**src/n64_dl_pkg.sv**
```systemverilog
package n64_dl_pkg;

	// ========================================
	// Download index codes
	// ========================================

	// Compared against the low six bits of the host index
	localparam logic [5:0] DL_IDX_PIF = 6'd0;
	localparam logic [5:0] DL_IDX_N64 = 6'd1;
	localparam logic [5:0] DL_IDX_GB  = 6'd2;

	// ========================================
	// Memory map and sizes
	// ========================================

	localparam int MEM_ADDR_W = 27;

	// Handheld cartridge image lives above the main ROM area
	localparam logic [MEM_ADDR_W-1:0] CARTGB_START = 27'd8388608;

	// Word address bits decoded by the on-chip RAM model
	localparam int RAM_WORD_BITS = 10;
	localparam int RAM_LATENCY   = 2;

	localparam int PIF_ADDR_W = 10;
	localparam int AR_W       = 12;

	// ========================================
	// Assembled download word
	// ========================================

	// Boot ROM fills it bytewise, handheld cart fills it by halfword
	typedef union packed {
		logic [3:0][7:0]  bytes;
		logic [1:0][15:0] halves;
	} dl_word_t;

endpackage

```
**src/pifrom_packer.sv**
```systemverilog
`timescale 1ns/1ns

module pifrom_packer (
	input  logic                              clk_1x,
	input  logic                              RESET,
	input  logic                              pif_active,
	input  logic                              ioctl_wr,
	input  logic [7:0]                        ioctl_index,
	input  logic [n64_dl_pkg::MEM_ADDR_W-1:0] ioctl_addr,
	input  logic [15:0]                       ioctl_dout,
	output logic [n64_dl_pkg::PIF_ADDR_W-1:0] pifrom_wraddress,
	output logic [31:0]                       pifrom_wrdata,
	output logic                              pifrom_wren
);

	n64_dl_pkg::dl_word_t word_q;

	always_ff @(posedge clk_1x) begin
		if (!RESET) begin
			pifrom_wren <= 1'b0;
		end else begin
			// Second half completes the word
			pifrom_wren <= pif_active && ioctl_wr && ioctl_addr[1];
		end
	end

	// Bytes swapped inside each beat
	always_ff @(posedge clk_1x) begin
		if (pif_active && ioctl_wr) begin
			if (!ioctl_addr[1]) begin
				word_q.bytes[3]  <= ioctl_dout[7:0];
				word_q.bytes[2]  <= ioctl_dout[15:8];
				pifrom_wraddress <= {ioctl_index[6], ioctl_addr[10:2]};
			end else begin
				word_q.bytes[1] <= ioctl_dout[7:0];
				word_q.bytes[0] <= ioctl_dout[15:8];
			end
		end
	end

	assign pifrom_wrdata = word_q.bytes;

endmodule

```
**config.mk**
```make
export PLATFORM = sky130hd
export DESIGN_NAME = pifrom_packer
export DESIGN_NICKNAME = d
export VERILOG_FILES = /design/src/n64_dl_pkg.sv /design/src/pifrom_packer.sv
export SDC_FILE = /design/constraint.sdc
export NUM_CORES = 1
export LEC_CHECK = 0
export BUFFER_PORTS_ARGS = -buffer_cell sky130_fd_sc_hd__buf_2
export CAP_MARGIN = 20
export CORE_ASPECT_RATIO = 1.5
export CORE_MARGIN = 2
export CORE_UTILIZATION = 35
export DETAILED_ROUTE_END_ITERATION = 8
export GPL_ROUTABILITY_DRIVEN = 0
export PLACE_DENSITY = 0.71
export SYNTH_ARGS = -nofsm -noshare
export SYNTH_HDL_FRONTEND = slang
export SYNTH_SLANG_ARGS = --single-unit
```
**constraint.sdc**
```tcl
create_clock -name clk_1x -period 1.2 [get_ports clk_1x]
set_input_delay 0.06 -clock clk_1x [delete_from_list [all_inputs] [get_ports clk_1x]]
set_output_delay 0.06 -clock clk_1x [all_outputs]
set_load 0.05 [all_outputs]
```
==> summary.md, run 1 <==
| Metric | Value |
|---|---|
| Total CTS buffers | 5 |
| Die Width | between 50 and 60 um |
| Slowest cell delay on critical path | 340 ps |
| Detailed placement HPWL | 1.899 mm |
| # Post-CTS Setup Buffers | 0 |
| Leakage | around 0.86 nW |
| CP max FO | 1 |
| Yosys warnings | 0 |
| Post-synth EDFFs | 42 |
| Max Root-Sink Buffers | 2 |
| Yosys cell types | 5 |
| Vias | about 840 |
| Seq/Total Area, Yosys | 0.9808 |
| Initial antenna violation count | 0 |
| Cell family with the largest share of critical-path delay | flip-flops |
| Slew @ Worst Pin | 390.4 ps |
| Die Area | 4247 um^2 |
| Worst VDD drop | slightly above 900 uV |
| CP bufs+invs | 1 |
| CP required | 1140 ps |
| Critical path endpoint category | output pin |
| Final WL | 2.719 mm |
| Drt first-iter violations | 12 |
| Clock Sinks | 43 |
| Port buffer count | 73 |
| FF+latch count, synth | 43 |
| Most common cell in the netlist | edfxtp_1 |
| Mean post-synth cell area | 28.40 um^2 |
| Share of cells above drive strength 1 | 0.5355 |
| Arrival time worst endpoint | 900 ps |
| Die span in y | 78.82 um |
| RSZ-0062 raised after global routing | false |
| DRC Markers | 0 |
| Io pins | 98 |
| Slew Limit Headroom | 0.7397 |
| CTS root buf | clkbuf_8 |
| Post-Syn Area | roughly 1300 um^2 |
| Max-slew violations | 0 |
| Antenna viol nets, final | 0 |
| First-pass GRT wire length | 3.933 mm |
| Yosys top cell by area | edfxtp_1 |
| N_diodes | 0 |
| First-pass iteration count of the detailed router | 4 |
| Clock Pin Slew Worst Setup and Hold Paths | 70 ps |
| Tcrit/Tclk final | 0.7980 |
| Cell row count | 27 |
| PwrDens | 1451 nW/um^2 |
| Power, Total | 0.003044 W |
| Final hold vios | 0 |
| Largest net degree at the start of global routing | 17 |
| Startpoint types | register |
| Vias in the first global route | between 800 and 900 |
| Cell count after synthesis | 46 |
| H-tree Lvls | 2 |
| CTS tree | built |
| Status | complete, no violations |
| Async S/R FF share, synth | 0 |
| Layout net count | 209 |
| Mapped Nets | 101 |
| Max Fclk | 1044 MHz |
| Total track usage | 0.1408 |
| CP Cell Sequence | buf_2 |
| Final setup violating endpoints | 0 |
| Ys flop type | edfxtp_1 |
| Max-cap violations | 0 |
| Grt ovf | 0 |
| WL per Instance | ~14 um |
| Starting Density | 0.3614 |
| Min cycle time layout | approximately 960 ps |
| Top post-synthesis cells by area | edfxtp_1, dfxtp_1, and3b_1, and4_1, and3_2 |
| Area growth, synth to finish | 60.63% |
| Core footprint | 3615 um^2 |
| Crit path kind | reg -> out |
| Setup TNS | 0 ps |
| Hold Path Class | in -> reg |
| Commonest cells post-synth | edfxtp_1, and3_2, and3b_1, and4_1, dfxtp_1 |
| Top cell type's share of synthesized area | 0.9655 |
| CP max-delay cell | edfxtp_1 |
| Vias/cell | between 4 and 5 |
-- flip-flops by register name, indices dropped and copies added (netlist names) --
signal	flops
pifrom_wren	1
pifrom_wraddress	10
pifrom_wrdata	32
-- cell families after synthesis --
family / count (synthesis) / synth area share
DFF: 43 / 0.9808
and+or+nand+nor: 3 / 0.01916
-- cell type report --
cell class,count,area (um^2)
fillers,297,1516
flip-flops and latches,43,1281
repair buffers,101,653.1
clock buffers,6,72.57
well taps,43,53.80
multi-input cells,3,25.02
clock inverters,2,12.51
-- what timing repair did --
action,in CTS,in global routing
resized for setup,0,0
endpoints found under the hold margin,42,0
hold buffers,26,0
-- final timing paths --
kind,from,to,slack [ps],cells past startpoint
min,RESET,pifrom_wren$_SDFF_PN0_,70,2
max,pifrom_wrdata[2]$_DFFE_PP_,pifrom_wrdata[2],240,1
-- where the power goes --
group	switching (W)	leakage [nW]	internal (W)
logic	0.000315	0.427	0.000142
registers	0.0000153	0.394	0.00172
clock network	0.000442	0.0412	0.000406
total	0.000773	0.862	0.00227
-- per-stage QoR --
| stage | setup WS (ps) | hold WS, ps | utilization | cells | area (um^2) |
|---|---|---|---|---|---|
| 2_1_floorplan | 0.4678 | 158.9 | - | 46 | 1306 |
| 3_3_place_gp | 244.2 | 237.5 | 0.4849 | 164 | 1753 |
| 3_5_place_dp | 213.4 | 238.6 | 0.4849 | 164 | 1753 |
| 4_1_cts | 230.0 | 63.35 | 0.5805 | 198 | 2098 |
| 5_1_grt | 196.9 | 62.51 | 0.5805 | 198 | 2098 |
| 6_report | 242.5 | 70.88 | 0.5805 | 198 | 2098 |
-- layer usage --
layer / GRT usage / share of wire / up-vias
met1: 0.1130 / 0.30 / 395
met2: 0.2683 / 0.62 / 43
li1: - / - / 404
met4: 0.07692 / 0.013 / 0
met3: 0.04887 / 0.064 / 2
met5: 0 / 0 / -
-- placed cells by master, fill, tap and decap left out, drive strengths merged --
master,synthesis,routed
and3,1,1
and3b,1,1
and4,1,1
buf,0,75
clkbuf,0,6
clkinv,0,1
clkinvlp,0,1
dfxtp,1,1
dlygate4sd3,0,26
edfxtp,42,42
Power figures use the tool's default switching activity.
==> run 2: changes to the inputs <==
==> constraint.sdc (replaced) <==
create_clock -name clk_1x -period 0.82 [get_ports clk_1x]
set_input_delay 0.041 -clock clk_1x [delete_from_list [all_inputs] [get_ports clk_1x]]
set_output_delay 0.041 -clock clk_1x [all_outputs]
set_load 0.05 [all_outputs]
==> run 2 against run 1 <==
Against the previous run: the run now ends with negative setup slack left; critical path depth unchanged; sequential power up 48%; via count up 4.5%; worst hold slack worse by 39 ps; sequential share of layout area down 8.1 points; largest cell class unchanged; non-clock buffer count up 3.
==> summary.md, run 2 (synthesis gave the netlist of run 1 again) <==
| Metric | Value |
|---|---|
| Status | complete, but fails checks (was complete, no violations) |
| Most frequent cells in the layout | buf_6, edfxtp_1, buf_2 (was buf_2, edfxtp_1, dlygate4sd3_1) |
| Post-Place Cells | 167 (was 164) |
| Die Width | 53.88 um (unchanged) |
| Fillers | 253 (was 297) |
| Final worst slack | -117.3 ps (was 242.5 ps) |
| Hold Path Class | in -> reg (unchanged) |
| CTS tree | built (unchanged) |
| Final core occ | 0.6705 (was 0.5805) |
| Port buffer count | 73 (unchanged) |
| Total track usage | 0.1727 (was 0.1408) |
| Core footprint | 3615 um^2 (unchanged) |
| Max-slew violations | 0 (unchanged) |
| Min cycle time layout | 937.3 ps |
| First-pass iteration count of the detailed router | 4 (unchanged) |
| CP required | 780 ps (was 1140 ps) |
| Grt ovf | 0 (unchanged) |
| DRC Markers | 0 (unchanged) |
| Multi-input logic area | 28.78 um^2 (was 25.02 um^2) |
| Vias/cell | 4.388 (was 4.263) |
| Total CTS buffers | 5 (unchanged) |
| Flop pwr share | 0.553 (was 0.571) |
| Final setup violating endpoints | 42 (was 0) |
| Starting Density | 0.3614 (unchanged) |
| CP max FO | 1 (unchanged) |
| Startpoint types | register (unchanged) |
| Antenna viol nets, final | 0 (unchanged) |
| PwrDens | 1923 nW/um^2 (was 1451 nW/um^2) |
| Critical path endpoint category | output pin (unchanged) |
| Cell family with the largest share of critical-path delay | flip-flops (unchanged) |
| Tcrit/Tclk final | 1.143 |
| CP max-delay cell | edfxtp_1 (unchanged) |
| Max reg flops | 32 (unchanged) |
| Max-cap violations | 0 (unchanged) |
| Share of cells above drive strength 1 | 0.5570 (was 0.5355) |
| Final WL | 3.256 mm (was 2.719 mm) |
| Detailed placement HPWL | 1.892 mm (was 1.899 mm) |
| Layout Cell Area excl Fill | 2424 um^2 (was 2098 um^2) |
| Vias | 882 (was 844) |
| Register area | 1282 um^2 (was 1281 um^2) |
| Clk network pwr share | 0.272 (was 0.279) |
| Post-route non-filler standard cell count | 201 (was 198) |
| Arrival time worst endpoint | 900 ps (about the same) |
| Vias in the first global route | 1004 (was 858) |
| Slowest cell delay on critical path | 430 ps (was 340 ps) |
| Slew Limit Headroom | 0.9192 (was 0.7397) |
| RSZ-0062 raised after global routing | true (was false) |
| # Post-CTS Setup Buffers | 0 (unchanged) |
| Hold wc startpoint | RESET (unchanged) |
| Largest net degree at the start of global routing | 15 (was 17) |
| Die span in y | 78.82 um (unchanged) |
| Crit path kind | reg -> out (unchanged) |
| N_diodes | 0 (unchanged) |
| Initial antenna violation count | 0 (unchanged) |
| Placed inst area | 1804 um^2 (was 1753 um^2) |
| Hold endpoint | pifrom_wren$_SDFF_PN0_ (unchanged) |
| Failing checks | negative setup slack |
| Slew @ Worst Pin | 121.3 ps (was 390.4 ps) |
| CP Cell Sequence | buf_6 (was buf_2) |
| Max Fclk | 1067 MHz |
| First-pass GRT wire length | 4.919 mm (was 3.933 mm) |
| Cell row count | 27 (unchanged) |
| Layout net count | 212 (was 209) |
| WHS | 31.83 ps (was 70.88 ps) |
| Logic gate share of total power | 0.175 (was 0.150) |
| CP bufs+invs | 1 (unchanged) |
| P_sw | 0.001197 W (was 0.0007726 W) |
| Switching share of power | 0.2569 (was 0.2538) |
| Worst VDD drop | 1454 uV (was 917.1 uV) |
| H-tree Lvls | 2 (unchanged) |
| Max Root-Sink Buffers | 2 (unchanged) |
| Final hold vios | 0 (unchanged) |
| Power, Total | 0.004661 W (was 0.003044 W) |
| Die Area | 4247 um^2 (unchanged) |
| Leakage | 0.9715 nW (was 0.8617 nW) |
| Io pins | 98 (unchanged) |
| CTS root buf | clkbuf_8 (unchanged) |
| Clock Pin Slew Worst Setup and Hold Paths | 80 ps (was 70 ps) |
| Clock Sinks | 43 (unchanged) |
| Area growth, synth to finish | 85.54% (was 60.63%) |
| Pint | 0.003464 W (was 0.002272 W) |
| Worst hold path depth | 2 (unchanged) |
| Drt first-iter violations | 19 (was 12) |
| WL per Instance | 16.20 um (was 13.73 um) |
[run 2: worst max path at each step]
stage	from	to	slack, ps	cells after the start
2_1_floorplan	ioctl_addr[1]	pifrom_wraddress[0]$_DFFE_PP_	-30	1
3_3_place_gp	ioctl_addr[1]	pifrom_wraddress[9]$_DFFE_PP_	-90	3
3_5_place_dp	ioctl_addr[1]	pifrom_wrdata[22]$_DFFE_PP_	-110	3
4_1_cts	pifrom_wrdata[11]$_DFFE_PP_	pifrom_wrdata[11]	-120	1
5_1_grt	pifrom_wrdata[17]$_DFFE_PP_	pifrom_wrdata[17]	-160	1
6_report	pifrom_wrdata[11]$_DFFE_PP_	pifrom_wrdata[11]	-120	1
[run 2: final cells by class]
cell class | instances | area share
clock buffer | 6 | 0.02994
clock inverter | 2 | 0.005163
multi-input combinational | 3 | 0.01187
sequential | 43 | 0.5292
tap | 43 | 0.02220
timing repair buffer | 104 | 0.4017
[run 2: repair_timing]
action / CTS / global route
endpoints found under the setup margin: 43 / 43
hold buffers: 26 / 0
gates cloned: 0 / 0
hold endpoints to repair: 42 / 0
gates resized for setup: 87 / 1
[run 2: through the flow]
stage / TNS, ps / setup slack, ps
after detailed placement: -3506 / -112.4
after floorplan: -745.4 / -28.67
final: -2881 / -117.3
after global routing: -4325 / -159.7
after CTS: -3241 / -115.6
after global placement: -2910 / -92.70
[run 2: power groups by stage]
| stage | Sequential [W] | Clock [W] | Combinational (W) |
|---|---|---|---|
| 4_1_cts | 0.00257 | 0.00131 | 0.000809 |
| 5_1_grt | 0.00259 | 0.00139 | 0.000851 |
| 3_5_place_dp | 0.00260 | 0 | 0.000597 |
| 3_3_place_gp | 0.00259 | 0 | 0.000588 |
| 2_1_floorplan | 0.00295 | 0 | 0.0000272 |
| 6_report | 0.00258 | 0.00127 | 0.000817 |
[run 2: per-layer routing]
metal,wire [um],global-route usage,vias up
met1,998,0.1625,414
li1,-,-,407
met3,325,0.07331,9
met5,0,0,-
met4,87,0.07692,0
met2,1845,0.3061,52
==> run 3: changes to the inputs <==
--- a/config.mk
+++ b/config.mk
@@ -13,6 +13,7 @@
 export DETAILED_ROUTE_END_ITERATION = 8
 export GPL_ROUTABILITY_DRIVEN = 0
 export PLACE_DENSITY = 0.71
+export RECOVER_POWER = 50
 export SYNTH_ARGS = -nofsm -noshare
 export SYNTH_HDL_FRONTEND = slang
 export SYNTH_SLANG_ARGS = --single-unit
==> run 3 against run 2 <==
Against the previous run: the flow still finishes with violations (negative setup slack); total power is 0.53% lower; sequential power hardly changed; die area stayed put; final cell count stayed put; combinational power is 3.2% lower; clock power hardly changed; utilization is 1.5 points lower; via count stayed put; global-route usage stayed put; design area is 2.2% lower; setup slack hardly changed; fmax hardly changed; largest cell class unchanged; largest power group unchanged.
==> summary.md, run 3 (synthesis gave the netlist of run 1 again) <==
| Metric | Value |
|---|---|
| Status | complete, but fails checks (unchanged) |
| Failing checks | negative setup slack (unchanged) |
| Critical path endpoint category | output pin (unchanged) |
| Final hold vios | 0 (unchanged) |
| Arrival time worst endpoint | 900 ps (about the same) |
| Max-slew violations | 0 (unchanged) |
| Largest net degree at the start of global routing | 15 (unchanged) |
| Metal1 wirelength | 1.006 mm (was 998 um) |
| Post-route non-filler standard cell count | 201 (unchanged) |
| Cell row count | 27 (unchanged) |
| Die Width | 53.88 um (unchanged) |
| Max Root-Sink Buffers | 2 (unchanged) |
| Layout net count | 212 (unchanged) |
| Highest routed layer | met4 (unchanged) |
| Clock Sinks | 43 (unchanged) |
| Die span in y | 78.82 um (unchanged) |
| Most frequent cells in the layout | buf_6, edfxtp_1, buf_2 (unchanged) |
| Initial antenna violation count | 0 (unchanged) |
| # Post-CTS Setup Buffers | 0 (unchanged) |
| CTS tree | built (unchanged) |
| Min cycle time layout | 937.8 ps (was 937.3 ps) |
| Vias/cell | 4.388 (unchanged) |
| Max Fclk | 1066 MHz (was 1067 MHz) |
| Hold endpoint | pifrom_wren$_SDFF_PN0_ (unchanged) |
| Share of cells above drive strength 1 | 0.5380 (was 0.5570) |
| CP max FO | 1 (unchanged) |
| Slowest cell delay on critical path | 430 ps (about the same) |
| CTS root buf | clkbuf_8 (unchanged) |
| Starting Density | 0.3614 (unchanged) |
| DRC Markers | 0 (unchanged) |
| Vias in the first global route | 1004 (unchanged) |
| Cell family with the largest share of critical-path delay | flip-flops (unchanged) |
| CP max-delay cell | edfxtp_1 (unchanged) |
| CP Cell Sequence | buf_6 (unchanged) |
| RSZ-0062 raised after global routing | true (unchanged) |
| Total CTS buffers | 5 (unchanged) |
| First-pass iteration count of the detailed router | 4 (unchanged) |
| H-tree Lvls | 2 (unchanged) |
| N_diodes | 0 (unchanged) |
| Io pins | 98 (unchanged) |
| Die Area | 4247 um^2 (unchanged) |
| Fillers | 260 (was 253) |
| Crit path kind | reg -> out (unchanged) |
| Post-Place Cells | 167 (unchanged) |
| Worst VDD drop | 1430 uV (was 1454 uV) |
| CP required | 780 ps (about the same) |
| Worst hold path depth | 2 (unchanged) |
| Port buffer count | 73 (unchanged) |
| Final setup violating endpoints | 42 (unchanged) |
| Slew @ Worst Pin | 385.2 ps (was 121.3 ps) |
| Core footprint | 3615 um^2 (unchanged) |
| Setup WS pre-CTS | -112.4 ps (unchanged) |
| Grt ovf | 0 (unchanged) |
| Max-cap violations | 0 (unchanged) |
| Final WL | 3.268 mm (was 3.256 mm) |
| Hold Path Class | in -> reg (unchanged) |
| Tcrit/Tclk final | 1.144 (was 1.143) |
| Hold wc startpoint | RESET (unchanged) |
| WL met2 | 1.838 mm (was 1.845 mm) |
| Slew Limit Headroom | 0.7432 (was 0.9192) |
| Total track usage | 0.1727 (unchanged) |
| Area growth, synth to finish | 81.42% (was 85.54%) |
| First-pass GRT wire length | 4.919 mm (unchanged) |
| Detailed placement HPWL | 1.892 mm (unchanged) |
| Startpoint types | register (unchanged) |
| Clock Pin Slew Worst Setup and Hold Paths | 80 ps (about the same) |
| Vias | 882 (unchanged) |
| CP bufs+invs | 1 (unchanged) |
| Max reg flops | 32 (unchanged) |
| Leakage | 0.9564 nW (was 0.9715 nW) |
| Antenna viol nets, final | 0 (unchanged) |
| Drt first-iter violations | 20 (was 19) |
| Metal3 WL | 337 um (was 325 um) |
| PwrDens | 1957 nW/um^2 (was 1923 nW/um^2) |
| Final worst slack | -117.8 ps (was -117.3 ps) |
| WL per Instance | 16.26 um (was 16.20 um) |
## run 3: timing repair
action	in CTS	in global routing
setup endpoints to repair	43	43
pin swaps	0	0
hold buffers	26	0
hold endpoints to repair	42	0
gates resized for setup	87	1
## run 3: cell type report
class                   count  area, um^2  area share
clock inverters             2       12.51    0.005280
well taps                  43       53.80     0.02270
flip-flops and latches     43        1282      0.5412
multi-input cells           3       25.02     0.01056
clock buffers               6       72.57     0.03062
repair buffers            104       923.4      0.3897
## run 3: worst max path at each step
stage                     slack (ps)                   startpoint  depth (start not counted)                             to
after CTS                       -120  pifrom_wrdata[11]$_DFFE_PP_                          1              pifrom_wrdata[11]
after floorplan                  -30                ioctl_addr[1]                          1  pifrom_wraddress[0]$_DFFE_PP_
final                           -120  pifrom_wrdata[11]$_DFFE_PP_                          1              pifrom_wrdata[11]
after detailed placement        -110                ioctl_addr[1]                          3    pifrom_wrdata[22]$_DFFE_PP_
after global routing            -160  pifrom_wrdata[17]$_DFFE_PP_                          1              pifrom_wrdata[17]
after global placement           -90                ioctl_addr[1]                          3  pifrom_wraddress[9]$_DFFE_PP_
## run 3: layer usage
| layer | global-route usage | vias to the layer above |
|---|---|---|
| met5 | 0 | - |
| met1 | 0.1625 | 412 |
| met2 | 0.3061 | 54 |
| met4 | 0.07692 | 0 |
| li1 | - | 407 |
| met3 | 0.07331 | 9 |
## run 3: report_power, final
| part | switching [W] | total [W] | internal, W |
|---|---|---|---|
| clock network | 0.000674 | 0.00127 | 0.000595 |
| logic | 0.000471 | 0.000791 | 0.000320 |
| registers | 0.0000501 | 0.00258 | 0.00253 |
## run 3: through the flow
step / TNS (ps) / utilization / cell area [um^2] / total power, W / hold WS [ps]
after floorplan: -745.4 / - / 1310 / 0.002980 / 139.9
after global placement: -2910 / 0.4991 / 1804 / 0.003181 / 221.6
after detailed placement: -3506 / 0.4991 / 1804 / 0.003194 / 219.7
after CTS: -3241 / 0.6694 / 2420 / 0.004688 / 23.28
after global routing: -4335 / 0.6556 / 2370 / 0.004805 / 47.66
final: -2885 / 0.6556 / 2370 / 0.004637 / 31.45
